==> config.mk <==
export PLATFORM = sky130hd
export DESIGN_NAME = controlUnit
export DESIGN_NICKNAME = d
export VERILOG_FILES = /design/src/ctrlPkg.sv /design/src/controlUnit.sv /design/src/mainDecode.sv /design/src/memOpDecode.sv /design/src/regimmDecode.sv /design/src/specialDecode.sv
export SDC_FILE = /design/constraint.sdc
export NUM_CORES = 1
export LEC_CHECK = 0
export BUFFER_PORTS_ARGS = -buffer_cell sky130_fd_sc_hd__buf_2
export CAP_MARGIN = 15
export CORE_UTILIZATION = 40
export DETAILED_ROUTE_END_ITERATION = 10
export PLACE_DENSITY = 0.87
export SLEW_MARGIN = 15
export SYNTH_ARGS = -nofsm -noshare
export SYNTH_HDL_FRONTEND = slang
export SYNTH_SLANG_ARGS = --single-unit
==> constraint.sdc <==
create_clock -name vclk -period 4.2
set_input_delay 1.26 -clock vclk [all_inputs]
set_output_delay 1.26 -clock vclk [all_outputs]
set_load 0.005 [all_outputs]
==> src/ctrlPkg.sv <==
package ctrlPkg;

	// one instruction word, seen as R-format or I-format
	typedef union packed {
		struct packed {
			logic [5:0] op;
			logic [4:0] rs;
			logic [4:0] rt;
			logic [4:0] rd;
			logic [4:0] shamt;
			logic [5:0] func;
		} rFormat;
		struct packed {
			logic [5:0] op;
			logic [4:0] rs;
			logic [4:0] rt;
			logic [15:0] imm;
		} iFormat;
	} instrWord_u;

	localparam logic [5:0] OP_SPECIAL = 6'b000000;
	localparam logic [5:0] OP_REGIMM  = 6'b000001;
	localparam logic [5:0] OP_J       = 6'b000010;
	localparam logic [5:0] OP_BEQ     = 6'b000100;
	localparam logic [5:0] OP_BNE     = 6'b000101;
	localparam logic [5:0] OP_BLEZ    = 6'b000110;
	localparam logic [5:0] OP_BGTZ    = 6'b000111;
	localparam logic [5:0] OP_ADDI    = 6'b001000;
	localparam logic [5:0] OP_ADDIU   = 6'b001001;
	localparam logic [5:0] OP_SLTI    = 6'b001010;
	localparam logic [5:0] OP_XORI    = 6'b001110;
	localparam logic [5:0] OP_LUI     = 6'b001111;
	localparam logic [5:0] OP_LB      = 6'b100000;
	localparam logic [5:0] OP_LH      = 6'b100001;
	localparam logic [5:0] OP_LW      = 6'b100011;
	localparam logic [5:0] OP_LBU     = 6'b100100;
	localparam logic [5:0] OP_LHU     = 6'b100101;
	localparam logic [5:0] OP_SB      = 6'b101000;
	localparam logic [5:0] OP_SH      = 6'b101001;
	localparam logic [5:0] OP_SW      = 6'b101011;

	localparam logic [5:0] FN_ADD  = 6'b100000;
	localparam logic [5:0] FN_SUB  = 6'b100010;
	localparam logic [5:0] FN_SUBU = 6'b100011;
	localparam logic [5:0] FN_XOR  = 6'b100110;
	localparam logic [5:0] FN_SLTU = 6'b101011;
	localparam logic [5:0] FN_SRAV = 6'b000111;
	localparam logic [5:0] FN_ROTR = 6'b000010; // shares func code with srl

	localparam logic [4:0] RT_BLTZ   = 5'd0;
	localparam logic [4:0] RT_BGEZ   = 5'd1;
	localparam logic [4:0] RT_BGEZAL = 5'd17;

	localparam logic [3:0] ALU_ADDU = 4'b0000;
	localparam logic [3:0] ALU_SUBU = 4'b0001; // also the branch compare
	localparam logic [3:0] ALU_SLT  = 4'b0101;
	localparam logic [3:0] ALU_SLTU = 4'b0111;
	localparam logic [3:0] ALU_XOR  = 4'b1001;
	localparam logic [3:0] ALU_ADD  = 4'b1110;
	localparam logic [3:0] ALU_SUB  = 4'b1111;

	localparam logic [2:0] COND_EQ  = 3'b001;
	localparam logic [2:0] COND_NE  = 3'b010;
	localparam logic [2:0] COND_GEZ = 3'b011;
	localparam logic [2:0] COND_GTZ = 3'b100;
	localparam logic [2:0] COND_LEZ = 3'b101;
	localparam logic [2:0] COND_LTZ = 3'b110;

	localparam logic [1:0] SHIFT_SRA  = 2'b10;
	localparam logic [1:0] SHIFT_ROTR = 2'b11;

	localparam logic [1:0] REGDST_RD = 2'b00;
	localparam logic [1:0] REGDST_RT = 2'b01;
	localparam logic [1:0] REGDST_RA = 2'b10; // link register r31

	localparam logic [1:0] EXT_SIGN  = 2'b00;
	localparam logic [1:0] EXT_ZERO  = 2'b01;
	localparam logic [1:0] EXT_UPPER = 2'b10;

	localparam logic [3:0] BYTES_ALL  = 4'b1111;
	localparam logic [3:0] BYTES_HALF = 4'b0011;
	localparam logic [3:0] BYTES_ONE  = 4'b0001;
	localparam logic [3:0] BYTES_NONE = 4'b0000;

endpackage
==> src/controlUnit.sv <==
`timescale 1ns/100ps

module controlUnit import ctrlPkg::*; (
	input  instrWord_u instr,
	output logic       rsRead,
	output logic       rtRead,
	output logic [1:0] extOp,
	output logic       overflowEn,
	output logic [2:0] condition,
	output logic       branch,
	output logic       branchLink,
	output logic       jump,
	output logic [3:0] memWriteEn,
	output logic [3:0] regWriteEn,
	output logic       memToReg,
	output logic       aluShiftSel,
	output logic       aluSrcA,
	output logic       aluSrcB,
	output logic [3:0] aluOp,
	output logic [1:0] regDst,
	output logic       shiftAmtSrc,
	output logic [1:0] shiftOp
);

	logic       spHit, spRsRead, spOverflowEn, spAluShiftSel, spShiftAmtSrc;
	logic [3:0] spAluOp;
	logic [1:0] spShiftOp;
	logic       riHit, riRtRead, riBranchLink, riLinkWrite;
	logic [2:0] riCondition;
	logic       moHit, moIsStore;
	logic [3:0] moRegWriteEn, moMemWriteEn;

	specialDecode specialDecode_i (.func(instr.rFormat.func), .hit(spHit), .rsRead(spRsRead),
		.overflowEn(spOverflowEn), .aluShiftSel(spAluShiftSel), .aluOp(spAluOp),
		.shiftAmtSrc(spShiftAmtSrc), .shiftOp(spShiftOp));
	regimmDecode regimmDecode_i (.rt(instr.iFormat.rt), .hit(riHit), .rtRead(riRtRead),
		.branchLink(riBranchLink), .condition(riCondition), .linkWrite(riLinkWrite));
	memOpDecode memOpDecode_i (.op(instr.iFormat.op), .hit(moHit), .isStore(moIsStore),
		.regWriteEn(moRegWriteEn), .memWriteEn(moMemWriteEn));

	mainDecode mainDecode_i (.op(instr.iFormat.op), .*);

endmodule

==> src/mainDecode.sv <==
`timescale 1ns/100ps

module mainDecode import ctrlPkg::*; (
	input  logic [5:0] op,
	input  logic       spHit,
	input  logic       spRsRead,
	input  logic       spOverflowEn,
	input  logic       spAluShiftSel,
	input  logic [3:0] spAluOp,
	input  logic       spShiftAmtSrc,
	input  logic [1:0] spShiftOp,
	input  logic       riHit,
	input  logic       riRtRead,
	input  logic       riBranchLink,
	input  logic [2:0] riCondition,
	input  logic       riLinkWrite,
	input  logic       moHit,
	input  logic       moIsStore,
	input  logic [3:0] moRegWriteEn,
	input  logic [3:0] moMemWriteEn,
	output logic       rsRead,
	output logic       rtRead,
	output logic [1:0] extOp,
	output logic       overflowEn,
	output logic [2:0] condition,
	output logic       branch,
	output logic       branchLink,
	output logic       jump,
	output logic [3:0] memWriteEn,
	output logic [3:0] regWriteEn,
	output logic       memToReg,
	output logic       aluShiftSel,
	output logic       aluSrcA,
	output logic       aluSrcB,
	output logic [3:0] aluOp,
	output logic [1:0] regDst,
	output logic       shiftAmtSrc,
	output logic [1:0] shiftOp
);

	always_comb begin
		rsRead = 1'b0;
		rtRead = 1'b0;
		extOp = 2'b00;
		overflowEn = 1'b0;
		condition = 3'b000;
		branch = 1'b0;
		branchLink = 1'b0;
		jump = 1'b0;
		memWriteEn = 4'b0000;
		regWriteEn = 4'b0000;
		memToReg = 1'b0;
		aluShiftSel = 1'b0;
		aluSrcA = 1'b0;
		aluSrcB = 1'b0;
		aluOp = 4'b0000;
		regDst = 2'b00;
		shiftAmtSrc = 1'b0;
		shiftOp = 2'b00;
		case (op)
			OP_SPECIAL: if (spHit) begin
				rsRead = spRsRead;
				rtRead = 1'b1;
				regWriteEn = BYTES_ALL;
				regDst = REGDST_RD;
				overflowEn = spOverflowEn;
				aluShiftSel = spAluShiftSel;
				aluOp = spAluOp;
				shiftAmtSrc = spShiftAmtSrc;
				shiftOp = spShiftOp;
			end
			OP_J: begin
				jump = 1'b1;
				aluShiftSel = 1'b1;
			end
			OP_REGIMM: if (riHit) begin
				rsRead = 1'b1;
				rtRead = riRtRead;
				branch = 1'b1;
				branchLink = riBranchLink;
				condition = riCondition;
				aluOp = ALU_SUBU;
				if (riLinkWrite) begin
					regWriteEn = BYTES_ALL;
					regDst = REGDST_RA;
				end
			end
			OP_BEQ, OP_BNE, OP_BGTZ, OP_BLEZ: begin
				rsRead = 1'b1;
				rtRead = 1'b1;
				branch = 1'b1;
				aluOp = ALU_SUBU;
				case (op)
					OP_BEQ:  condition = COND_EQ;
					OP_BNE:  condition = COND_NE;
					OP_BGTZ: condition = COND_GTZ;
					default: condition = COND_LEZ;
				endcase
			end
			OP_ADDI, OP_ADDIU, OP_SLTI, OP_XORI: begin
				rsRead = 1'b1;
				aluShiftSel = 1'b1;
				aluSrcB = 1'b1; // immediate operand
				regWriteEn = BYTES_ALL;
				regDst = REGDST_RT;
				extOp = EXT_SIGN;
				case (op)
					OP_ADDI: begin
						aluOp = ALU_ADD;
						overflowEn = 1'b1;
					end
					OP_ADDIU: aluOp = ALU_ADDU;
					OP_SLTI:  aluOp = ALU_SLT;
					default: begin
						aluOp = ALU_XOR;
						extOp = EXT_ZERO; // logical ops zero extend
					end
				endcase
			end
			OP_LUI: begin
				aluShiftSel = 1'b1;
				aluSrcA = 1'b1; // zero instead of rs
				aluSrcB = 1'b1;
				regWriteEn = BYTES_ALL;
				regDst = REGDST_RT;
				aluOp = ALU_ADDU;
				extOp = EXT_UPPER;
			end
			default: if (moHit) begin
				rsRead = 1'b1;
				aluShiftSel = 1'b1;
				aluSrcB = 1'b1; // base plus offset
				aluOp = ALU_ADDU;
				extOp = EXT_SIGN;
				regWriteEn = moRegWriteEn;
				memWriteEn = moMemWriteEn;
				if (moIsStore) begin
					rtRead = 1'b1;
				end else begin
					memToReg = 1'b1;
					regDst = REGDST_RT;
				end
			end
		endcase
	end

endmodule

==> src/memOpDecode.sv <==
`timescale 1ns/100ps

module memOpDecode import ctrlPkg::*; (
	input  logic [5:0] op,
	output logic       hit,
	output logic       isStore,
	output logic [3:0] regWriteEn,
	output logic [3:0] memWriteEn
);

	always_comb begin
		hit = 1'b1;
		isStore = 1'b0;
		regWriteEn = BYTES_NONE;
		memWriteEn = BYTES_NONE;
		case (op)
			OP_LB, OP_LH, OP_LW: begin
				regWriteEn = BYTES_ALL; // sign extended in write-back
			end
			OP_LBU: begin
				regWriteEn = BYTES_ONE;
			end
			OP_LHU: begin
				regWriteEn = BYTES_HALF;
			end
			OP_SB, OP_SH, OP_SW: begin
				isStore = 1'b1;
				memWriteEn = BYTES_ALL; // lane select done in memory stage
			end
			default: begin
				hit = 1'b0;
			end
		endcase
	end

endmodule

==> src/regimmDecode.sv <==
`timescale 1ns/100ps

module regimmDecode import ctrlPkg::*; (
	input  logic [4:0] rt,
	output logic       hit,
	output logic       rtRead,
	output logic       branchLink,
	output logic [2:0] condition,
	output logic       linkWrite
);

	// rt is a sub-opcode here, not a register
	always_comb begin
		hit = 1'b0;
		rtRead = 1'b0;
		branchLink = 1'b0;
		condition = 3'b000;
		linkWrite = 1'b0;
		case (rt)
			RT_BLTZ: begin
				hit = 1'b1;
				rtRead = 1'b1; // compare against r0
				condition = COND_LTZ;
			end
			RT_BGEZ: begin
				hit = 1'b1;
				condition = COND_GEZ;
			end
			RT_BGEZAL: begin
				hit = 1'b1;
				condition = COND_GEZ;
				branchLink = 1'b1;
				linkWrite = 1'b1; // return address to ra
			end
			default: begin
				hit = 1'b0;
			end
		endcase
	end

endmodule

==> src/specialDecode.sv <==
`timescale 1ns/100ps

module specialDecode import ctrlPkg::*; (
	input  logic [5:0] func,
	output logic       hit,
	output logic       rsRead,
	output logic       overflowEn,
	output logic       aluShiftSel,
	output logic [3:0] aluOp,
	output logic       shiftAmtSrc,
	output logic [1:0] shiftOp
);

	always_comb begin
		hit = 1'b1;
		rsRead = 1'b0;
		overflowEn = 1'b0;
		aluShiftSel = 1'b0;
		aluOp = 4'b0000;
		shiftAmtSrc = 1'b0;
		shiftOp = 2'b00;
		case (func)
			FN_ADD, FN_SUB, FN_SUBU, FN_XOR, FN_SLTU: begin
				rsRead = 1'b1;
				aluShiftSel = 1'b1; // result from ALU
				case (func)
					FN_ADD: begin
						aluOp = ALU_ADD;
						overflowEn = 1'b1;
					end
					FN_SUB: begin
						aluOp = ALU_SUB;
						overflowEn = 1'b1;
					end
					FN_SUBU: aluOp = ALU_SUBU;
					FN_XOR:  aluOp = ALU_XOR;
					default: aluOp = ALU_SLTU;
				endcase
			end
			FN_SRAV: begin
				rsRead = 1'b1;
				shiftAmtSrc = 1'b1; // amount from rs
				shiftOp = SHIFT_SRA;
			end
			FN_ROTR: begin
				shiftOp = SHIFT_ROTR; // amount from shamt
			end
			default: begin
				hit = 1'b0;
			end
		endcase
	end

endmodule

# Word-level counts from Yosys, hierarchy flattened
# Index checks and enable logic that the tools add are counted.
op_classes:
  n_eq_ne: 28
  mux: 65
  reduce_logical: 23
op_table:
  columns: ["operator", "n"]
  rows:
  - ["$eq A6 B6 Y1 const B", 13]
  - ["$pmux W4 S4", 3]
  - ["$mux W4", 9]
  - ["$mux W1", 33]
  - ["$eq A6 B3 Y1 const B", 5]
  - ["$eq A6 B4 Y1 const B", 5]
  - ["$pmux W4 S3", 2]
  - ["$reduce_or A5 Y1", 4]
  - ["$reduce_or A6 Y1", 3]
  - ["$reduce_or A8 Y1", 2]
  - ["$reduce_or A7 Y1", 2]
  - ["$eq A6 B2 Y1 const B", 2]
  - ["$pmux W3 S2", 2]
  - ["$reduce_or A12 Y1", 1]
  - ["$reduce_or A3 Y1", 4]
  - ["$mux W2", 5]
  - ["$pmux W3 S3", 1]
  - ["$pmux W1 S4", 2]
  - ["$pmux W2 S2", 2]
  - ["$reduce_or A4 Y1", 2]
  - ["$eq A6 B1 Y1 const B", 1]
  - ["$logic_not A6 Y1", 1]
  - ["$pmux W1 S2", 3]
  - ["$pmux W2 S3", 1]
  - ["6 further kinds", 8]
totals:
  register_bits: 0
  input_bits: 32
  output_inout_bits: 32
  wordCells: 116

# Logic depth before layout (Yosys ltp)
logic_depth:
  word_depth: 6
  mapped_depth: 6
  ltp_nobuf: 4

# Modules after synthesis
# Synthesis repeated with hierarchy kept, for this count alone.
unflattened:
  cells_unflattened: 148
  hier_area_um2: 985.9
modules_own_cells:
  columns: ["mod", "instances", "cells_per_inst", "area_per_inst_um2", "seq_area_each_um2"]
  rows:
  - ["mainDecode", 1, 87, 586.8, 0.0]
  - ["specialDecode", 1, 33, 226.5, 0.0]
  - ["memOpDecode", 1, 17, 117.6, 0.0]
  - ["regimmDecode", 1, 11, 55.1, 0.0]

# Worst setup path before layout
# OpenSTA, ideal clock, no wires.
synth_timing:
  path_kind: "input -> output"
  start: "in instr[29] (netlist bit)"
  end: "out regWriteEn[3]"
  arrival_time_ns: 2.497
  t_required_ns: 2.940
  path_slack_ns: 0.443
  stages: 5
  n_path_buf: 1
  cell_sequence: "or4_1 -> nor4_2 -> nor2_1 -> nand3_1 -> buf_4"
synth_via:
  elab_chain_len: 5
synth_lines:
  columns: ["element", "line_no", "text"]
  rows:
  - ["start, declared", "controlUnit.sv:4", "input instrWord_u instr,"]
  - ["$eq A6 B6 Y1", "memOpDecode.sv:16", "case (op)"]
  - ["$reduce_or A3 Y1 / $reduce_or A8 Y1 (equally long branches)", null, null]
  - ["$pmux W4 S3 / $mux W1 (equally long branches)", "memOpDecode.sv:16", null]
  - ["$mux W4", "mainDecode.sv:129", "default: if (moHit) begin"]
  - ["$pmux W4 S4 (*)", "mainDecode.sv:60", "case (op)"]
  - ["end, declared", "controlUnit.sv:14", "output logic [3:0] regWriteEn,"]
# Mark *: on every way between the ends. The rest lies on a longest branch, timed or not.

# Worst setup path in the final report
layout_timing:
  start: "in instr[26] (netlist bit)"
  end: "out condition[2]"
layout_via:
  elab_chain_len: 3
layout_lines:
  columns: ["element", "line_no", "text"]
  rows:
  - ["$eq A6 B3 Y1 (on tied branches)", "mainDecode.sv:60, mainDecode.sv:93", null]
  - ["$pmux W3 S3 / $reduce_or A4 Y1 (equally long branches)", null, null]
  - ["$pmux W3 S2 (*)", "mainDecode.sv:60", null]
  - ["end, declared", "controlUnit.sv:9", "output logic [2:0] condition,"]
# Marks and branches as above.

==> impl_table.tex <==
\begin{tabular}{lr}
\hline
Metric & Value \\
\hline
\multicolumn{2}{l}{\textbf{Run status}} \\
\quad Status & finished, final reports clean \\
\multicolumn{2}{l}{\textbf{Logic synthesis}} \\
\quad Nets in the synthesized netlist & 137 \\
\quad Cell types occupying the most area after synthesis & nand2b\_1 7.1\%, buf\_4 5.3\%, nand2\_1 5.3\% \\
\quad Distinct cell type count after synthesis & 46 \\
\quad Sequential cell area fraction in the yosys report & 0\% \\
\quad Mean cell area of the mapped netlist & 6.68 sq um \\
\quad List of most frequent post-synthesis cells & 10 x nand2\_1, 10 x nor2\_1, 8 x nand2b\_1 \\
\quad Most area-hungry cell type in the Yosys netlist & nand2b\_1 \\
\quad Post-synthesis cell count & 105 \\
\quad Yosys warning count & 0 \\
\quad Area share of the largest cell type after synthesis & 7.13\% \\
\quad Cell Area, Synth & 702 sq um \\
\multicolumn{2}{l}{\textbf{Critical path}} \\
\quad Setup Crit Path Kind & in2out \\
\quad Ordered cell list for the critical path & buf\_2, or4b\_4, or3\_4, o32ai\_2, buf\_2 \\
\quad Critical Path Sink Type & output pin \\
\quad WP data required & 2.94 ns \\
\quad Delay contributed by the slowest stage of the critical path & 0.52 ns \\
\quad Highest fanout seen on the critical path & 12 \\
\quad WP data arrival & 2.77 ns \\
\quad Crit path top cell by count & buf\_2 \\
\quad Kind of start point of the critical path & primary input \\
\quad Library cell contributing the largest single delay on the critical path & or4b\_4 \\
\multicolumn{2}{l}{\textbf{STA}} \\
\quad Shortest clock period the worst path allows after layout & 4.03 ns \\
\quad Period utilization & 96.0\% \\
\quad Final setup TNS & 0 ns \\
\quad Relative slew slack & 61.2\% \\
\quad Hold slack final & 2.82 ns \\
\quad Setup repair after global routing missed its margin & false \\
\quad Max frequency & 0.248 GHz \\
\quad Worst slew pin tran & 0.577 ns \\
\quad Final hold violation count & 0 \\
\quad Max Transition Viols Final & 0 \\
\quad Count of endpoints failing setup in the final report & 0 \\
\multicolumn{2}{l}{\textbf{Detailed routing}} \\
\quad Total length of routed wires & 2120 um \\
\quad Total iterations of the first detailed-routing run & 6 \\
\quad Total number of vias & 963 \\
\quad Remaining antenna violation count & 0 \\
\quad Wirelength per Cell & 13.2 um \\
\quad Number of design-rule violations left by the first detailed-router iteration & 36 \\
\quad Final routed DRC violation total & 0 \\
\quad DR vias/cell & 5.98 \\
\multicolumn{2}{l}{\textbf{Floorplan}} \\
\quad Initial core utilization & 44.5\% \\
\quad Die Span X & 43.9 um \\
\quad Die Y-Extent & 43.9 um \\
\quad Total core area & 0.00158 sq mm \\
\quad Die area & 0.00193 sq mm \\
\quad IO Count & 64 \\
\quad Std-Cell Rows & 14 \\
\multicolumn{2}{l}{\textbf{Hold path}} \\
\quad Worst hold path class & in2out \\
\multicolumn{2}{l}{\textbf{Power and ir drop}} \\
\quad Peak VDD IR & 0.0370 mV \\
\quad Net switching power & 0.0000381 W \\
\quad Static Leak & 0.473 nW \\
\quad Switching Share & 57.4\% \\
\quad Comb power frac & 100.0\% \\
\quad Internal & 0.0000283 W \\
\quad Clock network power share & 0\% \\
\quad Seq pwr share & 0\% \\
\quad Total power divided by cell area & 72.6 mW/mm\^{}2 \\
\multicolumn{2}{l}{\textbf{Place}} \\
\quad Routability-driven placement congestion ratio & 0.850 \\
\quad Post-detailed-placement half-perimeter wirelength & 1690 um \\
\quad Placed Area & 915 sq um \\
\quad Total of buffers placed on input and output ports & 49 \\
\multicolumn{2}{l}{\textbf{Global routing}} \\
\quad Global-route wire length before repair & 3330 um \\
\quad Vias in the first global route & 785 \\
\quad Largest net degree at the start of global routing & 14 \\
\quad GR Util All Layers & 21.4\% \\
\quad Initial antenna violation count & 0 \\
\quad Final global-route overflow total & 0 \\
\multicolumn{2}{l}{\textbf{Final layout}} \\
\quad Clock buffer count & 0 \\
\quad Ant. Diodes & 0 \\
\quad Post-layout net count & 179 \\
\quad Number of sequential cells in the layout & 0 \\
\quad Final Cell Area & 915 sq um \\
\quad Fraction of layout instances using a drive strength above 1 & 44.8\% \\
\quad Layout area overhead & 30.3\% \\
\quad Storage element area & 0 sq um \\
\multicolumn{2}{l}{\textbf{Clocking}} \\
\quad PostCTS Resize Cnt & 0 \\
\quad Number of setup buffers added after CTS & 0 \\
\quad Hold-fix buffer count after cts & 0 \\
\multicolumn{2}{l}{\textbf{Flow run}} \\
\quad Count of max-cap constraint violations & 0 \\
\hline
\end{tabular}
-- worst paths after layout --
check,from,to,slack [ns],cells after the start
worst min-delay path,instr[17],regDst[1],2.82,3
worst max-delay path,instr[26],condition[2],0.17,5
-- power groups by stage --
| stage | logic (W) | clock network (W) | registers (W) |
|---|---|---|---|
| floorplan | 0.0000405 | 0 | 0 |
| global placement | 0.0000634 | 0 | 0 |
| detailed placement | 0.0000652 | 0 | 0 |
| CTS | 0.0000655 | 0 | 0 |
| global route | 0.0000726 | 0 | 0 |
| finish | 0.0000664 | 0 | 0 |
-- logic make-up (layout without fill, tap and decap cells) --
| kind of cell | Yosys count | in the layout | share of synthesized area [%] |
|---|---|---|---|
| buffers and inverters | 17 | 57 | 13.4 |
| multiplexers | 1 | 1 | 1.43 |
| XOR/XNOR | 1 | 1 | 1.25 |
| AND/OR/NAND/NOR | 63 | 63 | 55.4 |
| AO/OA/AOI/OAI | 23 | 23 | 28.5 |
-- metrics by stage --
step                       power, W  utilization (%)  setup WS, ns  std cells
after detailed placement  0.0000652             58.0         0.173        161
after floorplan           0.0000405                -         0.443        105
after global placement    0.0000634             58.0         0.185        161
after global routing      0.0000726             58.0        0.0843        161
final                     0.0000664             58.0         0.170        161
after CTS                 0.0000655             58.0         0.173        161
-- final cells by class --
type | count | area (sq um)
fill | 153 | 662
inverter | 5 | 18.8
multi-input combinational | 88 | 608
tap | 16 | 20.0
timing repair buffer | 52 | 268
-- critical path, delay by kind of cell --
| family | cells | cell delay [ns] |
|---|---|---|
| AOI/OAI and AO/OA | 1 | 0.21 |
| buffers and inverters | 2 | 0.36 |
| and+or+nand+nor | 2 | 0.94 |
-- cell usage in the layout, fill, tap and decap left out, drive strengths merged --
master  count
o41ai       1
o22ai       1
xor2        1
a41oi       2
nor2b       3
nand2b      8
a211oi      2
and2        1
inv         5
mux2i       1
or4         3
nand3b      3
o32ai       5
or2         2
nor3        5
nand4b      1
and3b       1
nor4        3
or3b        1
nor2       11
and3        1
o31a        1
o31ai       1
buf        52
a21o        1
nand3       5
or4b        2
or3         3
o211ai      1
o311ai      2
o21ai       2
a21oi       4
nand2      10
-- metal layers --
layer  vias up  routed length [um]  global-route usage (%)
met5         -                   0                       0
met4         0                   0                    1.82
met3         0                 135                       0
met2        44                1090                    39.7
met1       446                 893                    28.9
li1        473                   -                       -
Note: power is estimated with default switching activity, not from simulation.
